**config.mk**
```make
export PLATFORM = sky130hd
export DESIGN_NAME = core_top
export DESIGN_NICKNAME = d
export VERILOG_FILES = /design/src/isa_pkg.sv /design/src/ctrl_pkg.sv /design/src/inst_decoder.sv /design/src/reg_file.sv /design/src/csr_file.sv /design/src/exec_unit.sv /design/src/core_top.sv
export VERILOG_INCLUDE_DIRS = /design/src /design/src/src
export SDC_FILE = /design/constraint.sdc
export NUM_CORES = 2
export LEC_CHECK = 0
export ABC_AREA = 1
export ABC_CLOCK_PERIOD_IN_PS = 5500
export BUFFER_PORTS_ARGS = -buffer_cell sky130_fd_sc_hd__buf_2
export CAP_MARGIN = 20
export CELL_PAD_IN_SITES_DETAIL_PLACEMENT = 1
export CELL_PAD_IN_SITES_GLOBAL_PLACEMENT = 1
export CORE_MARGIN = 2
export CORE_UTILIZATION = 38
export DETAILED_ROUTE_END_ITERATION = 10
export GPL_TIMING_DRIVEN = 1
export HOLD_SLACK_MARGIN = 0.15
export PLACE_DENSITY_LB_ADDON = 0.1
export SKIP_LAST_GASP = 1
export SLEW_MARGIN = 20
export SYNTH_ARGS = -nofsm -noshare
export SYNTH_HDL_FRONTEND = slang
export SYNTH_SLANG_ARGS = --single-unit
```
**constraint.sdc**
```tcl
create_clock -name clk -period 5.5 [get_ports clk]
set_clock_uncertainty 0.1 [all_clocks]
set_input_delay 0 -clock clk [delete_from_list [all_inputs] [get_ports clk]]
set_output_delay 0 -clock clk [all_outputs]
set_load 0.01 [all_outputs]
```
**src/core_defines.svh**
```systemverilog
`ifndef CORE_DEFINES_SVH
`define CORE_DEFINES_SVH

// pc after reset
`define CORE_RESET_VECTOR 32'h8000_0000

// RV32E register count
`define CORE_NUM_REGS 16

// mstatus with MPP = machine mode
`define CORE_MSTATUS_RESET 32'h0000_1800

// mcause code for environment call from M-mode
`define CORE_ECALL_CAUSE 32'd11

`endif

```
**src/isa_pkg.sv**
```systemverilog
package isa_pkg;

    // plain data and address word
    typedef logic [31:0] word_t;

    // raw instruction
    typedef logic [31:0] inst_t;

    // RV32E register index
    typedef logic [3:0] reg_addr_t;

    // csr address field
    typedef logic [11:0] csr_addr_t;

    // funct3 field, also the branch condition
    typedef logic [2:0] funct3_t;

    // major opcodes handled by the core
    typedef enum logic [6:0] {
        OPC_OP     = 7'b0110011,
        OPC_OP_IMM = 7'b0010011,
        OPC_LUI    = 7'b0110111,
        OPC_AUIPC  = 7'b0010111,
        OPC_JAL    = 7'b1101111,
        OPC_JALR   = 7'b1100111,
        OPC_BRANCH = 7'b1100011,
        OPC_SYSTEM = 7'b1110011
    } opcode_e;

    // implemented machine csrs
    typedef enum logic [11:0] {
        CSR_MSTATUS = 12'h300,
        CSR_MTVEC   = 12'h305,
        CSR_MEPC    = 12'h341,
        CSR_MCAUSE  = 12'h342
    } csr_e;

endpackage

```
**src/ctrl_pkg.sv**
```systemverilog
package ctrl_pkg;

    typedef enum logic [3:0] {
        ALU_ADD,
        ALU_SUB,
        ALU_SLL,
        ALU_SLT,
        ALU_SLTU,
        ALU_XOR,
        ALU_SRL,
        ALU_SRA,
        ALU_OR,
        ALU_AND,
        ALU_PASS_B
    } alu_op_e;

    typedef enum logic {OPB_REG, OPB_IMM} opb_sel_e;

    typedef enum logic [1:0] {OPA_REG, OPA_PC, OPA_ZERO} opa_sel_e;

    // write-back source
    typedef enum logic [1:0] {WB_ALU, WB_PC4, WB_CSR} wb_sel_e;

    // next pc kind
    typedef enum logic [2:0] {
        NPC_SEQ,
        NPC_BRANCH,
        NPC_JAL,
        NPC_JALR,
        NPC_TRAP,
        NPC_MRET
    } npc_sel_e;

    typedef enum logic [1:0] {CSR_NONE, CSR_WRITE, CSR_SET, CSR_CLEAR} csr_cmd_e;

endpackage

```
**src/inst_decoder.sv**
```systemverilog
`timescale 1ns/1ps

module inst_decoder (
    input  isa_pkg::inst_t      inst,
    output isa_pkg::reg_addr_t  rs1_addr,
    output isa_pkg::reg_addr_t  rs2_addr,
    output isa_pkg::reg_addr_t  rd_addr,
    output logic                rd_wen,
    output isa_pkg::word_t      imm,
    output ctrl_pkg::alu_op_e   alu_op,
    output ctrl_pkg::opa_sel_e  opa_sel,
    output ctrl_pkg::opb_sel_e  opb_sel,
    output ctrl_pkg::wb_sel_e   wb_sel,
    output ctrl_pkg::npc_sel_e  npc_sel,
    output isa_pkg::funct3_t    branch_funct,
    output ctrl_pkg::csr_cmd_e  csr_cmd,
    output isa_pkg::csr_addr_t  csr_addr,
    output logic                trap,
    output logic                mret
);

    isa_pkg::opcode_e  opcode;
    isa_pkg::funct3_t  funct3;
    isa_pkg::word_t    imm_i;
    isa_pkg::word_t    imm_b;
    isa_pkg::word_t    imm_u;
    isa_pkg::word_t    imm_j;
    logic              writes_rd;
    logic              rs1_zero;

    // arithmetic op from funct3, inst[30] picks sub/sra
    function automatic ctrl_pkg::alu_op_e alu_decode(
        input isa_pkg::funct3_t f3,
        input logic             alt,
        input logic             is_reg
    );
        ctrl_pkg::alu_op_e op;
        case (f3)
            3'b000:  op = (is_reg && alt) ? ctrl_pkg::ALU_SUB : ctrl_pkg::ALU_ADD;
            3'b001:  op = ctrl_pkg::ALU_SLL;
            3'b010:  op = ctrl_pkg::ALU_SLT;
            3'b011:  op = ctrl_pkg::ALU_SLTU;
            3'b100:  op = ctrl_pkg::ALU_XOR;
            3'b101:  op = alt ? ctrl_pkg::ALU_SRA : ctrl_pkg::ALU_SRL;
            3'b110:  op = ctrl_pkg::ALU_OR;
            default: op = ctrl_pkg::ALU_AND;
        endcase
        return op;
    endfunction

    assign opcode   = isa_pkg::opcode_e'(inst[6:0]);
    assign funct3   = inst[14:12];
    assign rd_addr  = inst[10:7];
    assign rs1_addr = inst[18:15];
    assign rs2_addr = inst[23:20];
    assign csr_addr = inst[31:20];
    assign rs1_zero = (rs1_addr == '0);

    assign branch_funct = funct3;

    // immediates, all sign extended from bit 31
    assign imm_i = {{20{inst[31]}}, inst[31:20]};
    assign imm_b = {{19{inst[31]}}, inst[31], inst[7], inst[30:25], inst[11:8], 1'b0};
    assign imm_u = {inst[31:12], 12'b0};
    assign imm_j = {{11{inst[31]}}, inst[31], inst[19:12], inst[20], inst[30:21], 1'b0};

    // x0 never gets a write enable
    assign rd_wen = writes_rd && (rd_addr != '0);

    always_comb begin
        // defaults give a sequential nop
        writes_rd = 1'b0;
        imm       = imm_i;
        alu_op    = ctrl_pkg::ALU_PASS_B;
        opa_sel   = ctrl_pkg::OPA_REG;
        opb_sel   = ctrl_pkg::OPB_IMM;
        wb_sel    = ctrl_pkg::WB_ALU;
        npc_sel   = ctrl_pkg::NPC_SEQ;
        csr_cmd   = ctrl_pkg::CSR_NONE;
        trap      = 1'b0;
        mret      = 1'b0;

        case (opcode)
            isa_pkg::OPC_OP: begin
                writes_rd = 1'b1;
                opb_sel   = ctrl_pkg::OPB_REG;
                alu_op    = alu_decode(funct3, inst[30], 1'b1);
            end
            isa_pkg::OPC_OP_IMM: begin
                writes_rd = 1'b1;
                alu_op    = alu_decode(funct3, inst[30], 1'b0);
            end
            isa_pkg::OPC_LUI: begin
                writes_rd = 1'b1;
                imm       = imm_u;
                opa_sel   = ctrl_pkg::OPA_ZERO;
                alu_op    = ctrl_pkg::ALU_ADD;
            end
            isa_pkg::OPC_AUIPC: begin
                writes_rd = 1'b1;
                imm       = imm_u;
                opa_sel   = ctrl_pkg::OPA_PC;
                alu_op    = ctrl_pkg::ALU_ADD;
            end
            isa_pkg::OPC_JAL: begin
                writes_rd = 1'b1;
                imm       = imm_j;
                wb_sel    = ctrl_pkg::WB_PC4;
                npc_sel   = ctrl_pkg::NPC_JAL;
            end
            isa_pkg::OPC_JALR: begin
                writes_rd = 1'b1;
                wb_sel    = ctrl_pkg::WB_PC4;
                npc_sel   = ctrl_pkg::NPC_JALR;
            end
            isa_pkg::OPC_BRANCH: begin
                imm     = imm_b;
                npc_sel = ctrl_pkg::NPC_BRANCH;
            end
            isa_pkg::OPC_SYSTEM: begin
                case (funct3)
                    3'b000: begin
                        if (inst[31:20] == 12'h000) begin
                            trap    = 1'b1;
                            npc_sel = ctrl_pkg::NPC_TRAP;
                        end else if (inst[31:20] == 12'h302) begin
                            mret    = 1'b1;
                            npc_sel = ctrl_pkg::NPC_MRET;
                        end
                    end
                    3'b001: begin
                        writes_rd = 1'b1;
                        wb_sel    = ctrl_pkg::WB_CSR;
                        csr_cmd   = ctrl_pkg::CSR_WRITE;
                    end
                    // rs1 = x0 turns set/clear into a plain read
                    3'b010: begin
                        writes_rd = 1'b1;
                        wb_sel    = ctrl_pkg::WB_CSR;
                        csr_cmd   = rs1_zero ? ctrl_pkg::CSR_NONE : ctrl_pkg::CSR_SET;
                    end
                    3'b011: begin
                        writes_rd = 1'b1;
                        wb_sel    = ctrl_pkg::WB_CSR;
                        csr_cmd   = rs1_zero ? ctrl_pkg::CSR_NONE : ctrl_pkg::CSR_CLEAR;
                    end
                    default: ;
                endcase
            end
            default: ;
        endcase
    end

endmodule

```
**src/reg_file.sv**
```systemverilog
`timescale 1ns/1ps

`include "core_defines.svh"

module reg_file (
    input  logic                clk,
    input  logic                rst,
    input  isa_pkg::reg_addr_t  raddr1,
    input  isa_pkg::reg_addr_t  raddr2,
    output isa_pkg::word_t      rdata1,
    output isa_pkg::word_t      rdata2,
    input  logic                wen,
    input  isa_pkg::reg_addr_t  waddr,
    input  isa_pkg::word_t      wdata
);

    isa_pkg::word_t regs [`CORE_NUM_REGS];

    // decoder already drops writes to x0
    always_ff @(posedge clk) begin
        if (rst) begin
            for (int i = 0; i < `CORE_NUM_REGS; i++) begin
                regs[i] <= '0;
            end
        end else if (wen) begin
            regs[waddr] <= wdata;
        end
    end

    // x0 reads as zero
    assign rdata1 = (raddr1 == '0) ? '0 : regs[raddr1];
    assign rdata2 = (raddr2 == '0) ? '0 : regs[raddr2];

endmodule

```
**src/csr_file.sv**
```systemverilog
`timescale 1ns/1ps

`include "core_defines.svh"

module csr_file (
    input  logic                clk,
    input  logic                rst,
    input  ctrl_pkg::csr_cmd_e  cmd,
    input  isa_pkg::csr_addr_t  addr,
    input  isa_pkg::word_t      operand,
    output isa_pkg::word_t      rdata,
    input  logic                trap,
    input  logic                mret,
    input  isa_pkg::word_t      pc,
    output isa_pkg::word_t      trap_vector,
    output isa_pkg::word_t      return_pc
);

    isa_pkg::word_t mstatus;
    isa_pkg::word_t mtvec;
    isa_pkg::word_t mepc;
    isa_pkg::word_t mcause;
    isa_pkg::word_t wdata;
    logic           wen;

    // old value of the addressed csr, unknown ones read zero
    always_comb begin
        case (addr)
            isa_pkg::CSR_MSTATUS: rdata = mstatus;
            isa_pkg::CSR_MTVEC:   rdata = mtvec;
            isa_pkg::CSR_MEPC:    rdata = mepc;
            isa_pkg::CSR_MCAUSE:  rdata = mcause;
            default:              rdata = '0;
        endcase
    end

    always_comb begin
        case (cmd)
            ctrl_pkg::CSR_WRITE: wdata = operand;
            ctrl_pkg::CSR_SET:   wdata = rdata | operand;
            ctrl_pkg::CSR_CLEAR: wdata = rdata & ~operand;
            default:             wdata = rdata;
        endcase
    end

    // trap and return never carry a csr command
    assign wen = (cmd != ctrl_pkg::CSR_NONE) && !trap && !mret;

    always_ff @(posedge clk) begin
        if (rst) begin
            mstatus <= `CORE_MSTATUS_RESET;
            mtvec   <= '0;
            mepc    <= '0;
            mcause  <= '0;
        end else if (trap) begin
            mepc   <= pc;
            mcause <= `CORE_ECALL_CAUSE;
        end else if (wen) begin
            case (addr)
                isa_pkg::CSR_MSTATUS: mstatus <= wdata;
                isa_pkg::CSR_MTVEC:   mtvec   <= wdata;
                isa_pkg::CSR_MEPC:    mepc    <= wdata;
                isa_pkg::CSR_MCAUSE:  mcause  <= wdata;
                default: ;
            endcase
        end
    end

    // direct mode only, low two bits are not part of the target
    assign trap_vector = {mtvec[31:2], 2'b00};
    assign return_pc   = {mepc[31:2], 2'b00};

endmodule

```
**src/exec_unit.sv**
```systemverilog
`timescale 1ns/1ps

`include "core_defines.svh"

module exec_unit (
    input  logic                clk,
    input  logic                rst,
    output isa_pkg::word_t      pc,
    input  isa_pkg::word_t      rs1_data,
    input  isa_pkg::word_t      rs2_data,
    input  isa_pkg::word_t      imm,
    input  ctrl_pkg::alu_op_e   alu_op,
    input  ctrl_pkg::opa_sel_e  opa_sel,
    input  ctrl_pkg::opb_sel_e  opb_sel,
    input  ctrl_pkg::wb_sel_e   wb_sel,
    input  ctrl_pkg::npc_sel_e  npc_sel,
    input  isa_pkg::funct3_t    branch_funct,
    input  isa_pkg::word_t      csr_rdata,
    input  isa_pkg::word_t      trap_vector,
    input  isa_pkg::word_t      return_pc,
    output isa_pkg::word_t      wb_data
);

    isa_pkg::word_t opa;
    isa_pkg::word_t opb;
    isa_pkg::word_t alu_res;
    isa_pkg::word_t pc_plus4;
    isa_pkg::word_t next_pc;
    logic [4:0]     shamt;
    logic           taken;

    assign pc_plus4 = pc + 32'd4;

    always_comb begin
        case (opa_sel)
            ctrl_pkg::OPA_PC:   opa = pc;
            ctrl_pkg::OPA_ZERO: opa = '0;
            default:            opa = rs1_data;
        endcase
    end

    assign opb   = (opb_sel == ctrl_pkg::OPB_IMM) ? imm : rs2_data;
    assign shamt = opb[4:0];

    always_comb begin
        case (alu_op)
            ctrl_pkg::ALU_ADD:  alu_res = opa + opb;
            ctrl_pkg::ALU_SUB:  alu_res = opa - opb;
            ctrl_pkg::ALU_SLL:  alu_res = opa << shamt;
            ctrl_pkg::ALU_SLT:  alu_res = {31'b0, $signed(opa) < $signed(opb)};
            ctrl_pkg::ALU_SLTU: alu_res = {31'b0, opa < opb};
            ctrl_pkg::ALU_XOR:  alu_res = opa ^ opb;
            ctrl_pkg::ALU_SRL:  alu_res = opa >> shamt;
            ctrl_pkg::ALU_SRA:  alu_res = $unsigned($signed(opa) >>> shamt);
            ctrl_pkg::ALU_OR:   alu_res = opa | opb;
            ctrl_pkg::ALU_AND:  alu_res = opa & opb;
            default:            alu_res = opb;
        endcase
    end

    // branch condition, reserved funct3 codes never branch
    always_comb begin
        case (branch_funct)
            3'b000:  taken = (rs1_data == rs2_data);
            3'b001:  taken = (rs1_data != rs2_data);
            3'b100:  taken = ($signed(rs1_data) < $signed(rs2_data));
            3'b101:  taken = ($signed(rs1_data) >= $signed(rs2_data));
            3'b110:  taken = (rs1_data < rs2_data);
            3'b111:  taken = (rs1_data >= rs2_data);
            default: taken = 1'b0;
        endcase
    end

    always_comb begin
        case (npc_sel)
            ctrl_pkg::NPC_BRANCH: next_pc = taken ? pc + imm : pc_plus4;
            ctrl_pkg::NPC_JAL:    next_pc = pc + imm;
            ctrl_pkg::NPC_JALR:   next_pc = (rs1_data + imm) & ~32'd1;
            ctrl_pkg::NPC_TRAP:   next_pc = trap_vector;
            ctrl_pkg::NPC_MRET:   next_pc = return_pc;
            default:              next_pc = pc_plus4;
        endcase
    end

    // one instruction retires per edge
    always_ff @(posedge clk) begin
        if (rst) begin
            pc <= `CORE_RESET_VECTOR;
        end else begin
            pc <= next_pc;
        end
    end

    always_comb begin
        case (wb_sel)
            ctrl_pkg::WB_PC4: wb_data = pc_plus4;
            ctrl_pkg::WB_CSR: wb_data = csr_rdata;
            default:          wb_data = alu_res;
        endcase
    end

endmodule

```
**src/core_top.sv**
```systemverilog
`timescale 1ns/1ps

module core_top (
    input  logic                clk,
    input  logic                rst,
    output isa_pkg::word_t      pc,
    input  isa_pkg::inst_t      inst,
    output logic                wb_en,
    output isa_pkg::reg_addr_t  wb_addr,
    output isa_pkg::word_t      wb_data
);

    isa_pkg::reg_addr_t  rs1_addr;
    isa_pkg::reg_addr_t  rs2_addr;
    isa_pkg::reg_addr_t  rd_addr;
    logic                rd_wen;
    isa_pkg::word_t      imm;
    ctrl_pkg::alu_op_e   alu_op;
    ctrl_pkg::opa_sel_e  opa_sel;
    ctrl_pkg::opb_sel_e  opb_sel;
    ctrl_pkg::wb_sel_e   wb_sel;
    ctrl_pkg::npc_sel_e  npc_sel;
    isa_pkg::funct3_t    branch_funct;
    ctrl_pkg::csr_cmd_e  csr_cmd;
    isa_pkg::csr_addr_t  csr_addr;
    logic                trap;
    logic                mret;
    isa_pkg::word_t      rs1_data;
    isa_pkg::word_t      rs2_data;
    isa_pkg::word_t      csr_rdata;
    isa_pkg::word_t      trap_vector;
    isa_pkg::word_t      return_pc;

    inst_decoder u_dec (
        .inst         (inst),
        .rs1_addr     (rs1_addr),
        .rs2_addr     (rs2_addr),
        .rd_addr      (rd_addr),
        .rd_wen       (rd_wen),
        .imm          (imm),
        .alu_op       (alu_op),
        .opa_sel      (opa_sel),
        .opb_sel      (opb_sel),
        .wb_sel       (wb_sel),
        .npc_sel      (npc_sel),
        .branch_funct (branch_funct),
        .csr_cmd      (csr_cmd),
        .csr_addr     (csr_addr),
        .trap         (trap),
        .mret         (mret)
    );

    reg_file u_regs (
        .clk    (clk),
        .rst    (rst),
        .raddr1 (rs1_addr),
        .raddr2 (rs2_addr),
        .rdata1 (rs1_data),
        .rdata2 (rs2_data),
        .wen    (rd_wen),
        .waddr  (rd_addr),
        .wdata  (wb_data)
    );

    // csr operand comes straight from rs1
    csr_file u_csr (
        .clk         (clk),
        .rst         (rst),
        .cmd         (csr_cmd),
        .addr        (csr_addr),
        .operand     (rs1_data),
        .rdata       (csr_rdata),
        .trap        (trap),
        .mret        (mret),
        .pc          (pc),
        .trap_vector (trap_vector),
        .return_pc   (return_pc)
    );

    exec_unit u_exec (
        .clk          (clk),
        .rst          (rst),
        .pc           (pc),
        .rs1_data     (rs1_data),
        .rs2_data     (rs2_data),
        .imm          (imm),
        .alu_op       (alu_op),
        .opa_sel      (opa_sel),
        .opb_sel      (opb_sel),
        .wb_sel       (wb_sel),
        .npc_sel      (npc_sel),
        .branch_funct (branch_funct),
        .csr_rdata    (csr_rdata),
        .trap_vector  (trap_vector),
        .return_pc    (return_pc),
        .wb_data      (wb_data)
    );

    // retirement trace
    assign wb_en   = rd_wen && !rst;
    assign wb_addr = rd_addr;

endmodule

```
==> flow_summary_export.csv <==
group,metric,value,unit
critical_path,cp-end-kind,"output pin",
power,combPwrFrac,30.3,%
power,peakVddDrop,0.000279,V
grt,grt_overflow,0,
clock_tree,root_buffer,"clkbuf_16",
logic_synthesis,synth_ff_type,"edfxtp_1",
critical_path,crit_fanout,16,
layout,instances_no_fill,10200,
placement,port_buffers,102,
critical_path,worstSetupPathType,"reg2out",
sta,drv_slew,0,
drt,firstDrtPassIters,5,
sta,hold_viol,0,
sta,fin_hold_ws,188,ps
sta,finalSetupViolCount,0,
logic_synthesis,ys_top_cells_by_count,"1736 x nand2_1, 1095 x inv_1, 833 x a21oi_1",
power,p_leak,29.0,nW
sta,finalCriticalPeriod,5380,ps
logic_synthesis,async_reset_ff_share,0,%
drt,route.detailed.drc,0,
logic_synthesis,synth_cell_type_count,71,
die,coreArea,144000,µm²
critical_path,arrival,5280,ps
drt,met2_length,139,mm
power,switching_power,6.12,mW
logic_synthesis,yosysTopAreaCell,"edfxtp_1",
grt,grt_max_degree,103,
min_path,hp-class,"in2reg",
power,p_sw_share,36.4,%
sta,rsz0062_at_grt,"yes",
drt,top_layer_used,"met5",
power,p_seq_share,34.3,%
drt,drt_iter0_markers,6877,
clock_tree,numCtsBuffers,83,
clock_tree,clkTransAtPathRegs,60,ps
drt,vias_per_cell,6.08,
drt,routedWlPerCell,31.1,µm
clock_tree,clockBufferDepth,3,
placement,hpwl,236,mm
critical_path,critPathLaunch,"u_regs.regs[14][17]$_SDFFCE_PN0P_",
critical_path,rrSetupSlack,460,ps
layout,syn_to_final_growth,17.2,%
logic_synthesis,syn_inst,7918,
die,ioPinCount,103,
logic_synthesis,netlist.area_leader.share,27.8,%
logic_synthesis,syn_area_per_cell,6.97,µm²
layout,fin_util,44.9,%
logic_synthesis,synth_edf_count,512,
grt,grt_pass1_wl,444,mm
clock_tree,h-tree-depth,3,
sta,max_freq,0.186,GHz
die,die_area,148000,µm²
logic_synthesis,synth.ff_latch_count,672,
clock_tree,tritoncts,"built",
flow_run,cap_viol_max_count,0,
placement,dp_cells,10000,
grt,grt_use_total,41.7,%
die,initial_core_util,38.3,%
critical_path,r2r_start,"u_regs.regs[7][13]$_SDFFCE_PN0P_",
critical_path,required,5400,ps
placement,routabilityCongestion,1.04,
drt,wl,318,mm
sta,slew_headroom,25.9,%
sta,period_share,97.9,%
drt,wl_met3,28.5,mm
clock_tree,clock_latency,740,ps
logic_synthesis,yosysWarnings,0,
grt,grt_antenna_before_repair,18,
logic_synthesis,yosysMostFrequentCell,"nand2_1",
power,clkPwrFrac,35.4,%
die,rows,139,
power,power_density,260,nW/µm²
logic_synthesis,seq_area_frac_synth,33.6,%
drt,ant_nets,0,
logic_synthesis,yosys-top-cells-area,"edfxtp_1 28%, nand2_1 12%, a21oi_1 7.6%",
min_path,min_from,"inst[6]",
grt,grt_pass1_vias,61100,
critical_path,cp-start-kind,"flop",
drt,m1WireLength,127,mm
status,status,"finished clean",
layout,fin_nets,8480,
logic_synthesis,synth_area,55200,µm²
sta,max_slew.worst_pin.slew,1110,ps
clock_tree,cts_sinks,672,
power,p_total,16.8,mW
drt,via_count,62200,
power,p_int,10.7,mW
layout,drive_above_1_share,15.7,%
die,fp.dieH,385,µm
die,die_x,385,µm
power by group through the flow:
stage	Combinational [mW]	Sequential, mW	Clock [mW]
global placement	4.70	5.86	0
global route	5.39	5.78	6.15
CTS	4.81	5.76	5.98
floorplan	2.54	5.83	0
detailed placement	4.74	5.86	0
finish	5.10	5.76	5.95
worst max-delay path, cell delays in order, from the launching register on:
cell and delay (ps):
edfxtp_1 350, inv_1 90, a21oi_1 70, o21ai_0 120, o221ai_1 150, o211ai_1 220, o221ai_2 150, buf_4 190
nand2_1 100, nand2_1 90, o21ai_4 160, inv_2 70, ha_2 320, buf_4 150, nand2_2 110, o21ai_1 140
a21oi_2 330, nand2_1 140, a41oi_4 350, o21bai_1 140, or2_2 290, nand3_1 70, nand3_1 80, buf_4 200
nand2_4 70, buf_12 160, nand2_1 60, buf_2 140
logic make-up (layout without fill, tap and decap cells):
family                     after synthesis  count (layout)  share of synthesized area, %
xor gates and xnor gates                61              61                         0.968
buffers and inverters                 1638            2006                          12.9
DFF                                    672             672                          33.6
AOI/OAI and AO/OA                     2056            2056                          21.8
adders and majority gates              200             200                          4.59
and+or+nand+nor                       3290            3290                          26.0
other                                    1              38                       0.00679
per-stage QoR:
stage	TNS [ps]	area, µm²	setup WS [ps]
floorplan	0	55300	1100
global placement	-25040	60700	-292
detailed placement	-41370	60700	-373
CTS	-6.85	64000	-6.85
global route	-733	64700	-99.5
finish	0	64700	117
layer usage:
layer  global-route usage, %  up-vias
met5                       0        -
met4                    25.3       20
met3                    8.27      906
met2                    65.0     3154
met1                    53.1    30800
li1                        -    27300
cell usage in the layout (no fill, tap or decap), types with 14 or more instances in the layout:
cell              n
nand2_1        1697
inv_1          1073
a21oi_1         820
nand3_1         795
o21ai_0         551
buf_4           519
edfxtp_1        512
nor2_1          442
ha_1            185
dfxtp_1         160
a21oi_2         140
o22ai_1         109
buf_2            97
clkbuf_16        84
o211ai_1         82
o21ai_1          78
buf_12           77
o221ai_1         76
nand2_2          67
nand4_1          53
inv_2            50
xor2_1           49
nand3_2          46
conb_1           32
nor3_1           31
nor2_2           30
and2_1           30
a31oi_1          21
a221oi_1         17
nand3b_1         17
a211oi_1         17
or2_2            17
a21o_1           16
clkbuf_1         16
nand2_4          15
clkinv_1         15
o21ai_2          14
nor4_1           14
dlygate4sd3_1    14
final cells by class:
| type | count | area (µm²) |
|---|---|---|
| inverter | 1135 | 4280 |
| timing repair buffer | 715 | 6170 |
| sequential | 672 | 18600 |
| clock buffer | 110 | 2290 |
| clock inverter | 46 | 628 |
| antenna | 6 | 15.0 |
| multi-input combinational | 5639 | 30300 |
| tap | 1903 | 2380 |
| fill | 18200 | 79300 |
worst paths after layout:
| kind | to | cells past startpoint |
|---|---|---|
| max | wb_data[27] | 27 |
| min reg2reg | u_csr.mstatus[12]$_SDFFE_PP1P_ | 2 |
| min | u_exec.pc[0]$_SDFFE_PP0P_ | 8 |
| max reg2reg | u_regs.regs[3][22]$_SDFFCE_PN0P_ | 26 |
what timing repair did:
item / in CTS / in global routing
hold buffers: 14 / 0
pin swaps: 5 / 27
setup buffers: 3 / 26
gates cloned: 0 / 1
endpoints found under the setup margin: 52 / 40
hold endpoints to repair: 90 / 0
gates resized for setup: 40 / 128
state kept, by name (all words and copies together) (netlist names):
register       flops
u_csr.mepc        32
u_csr.mtvec       32
u_csr.mcause      32
u_exec.pc         32
u_csr.mstatus     32
u_regs.regs      512
No activity file was read; power rests on OpenSTA's default activity.
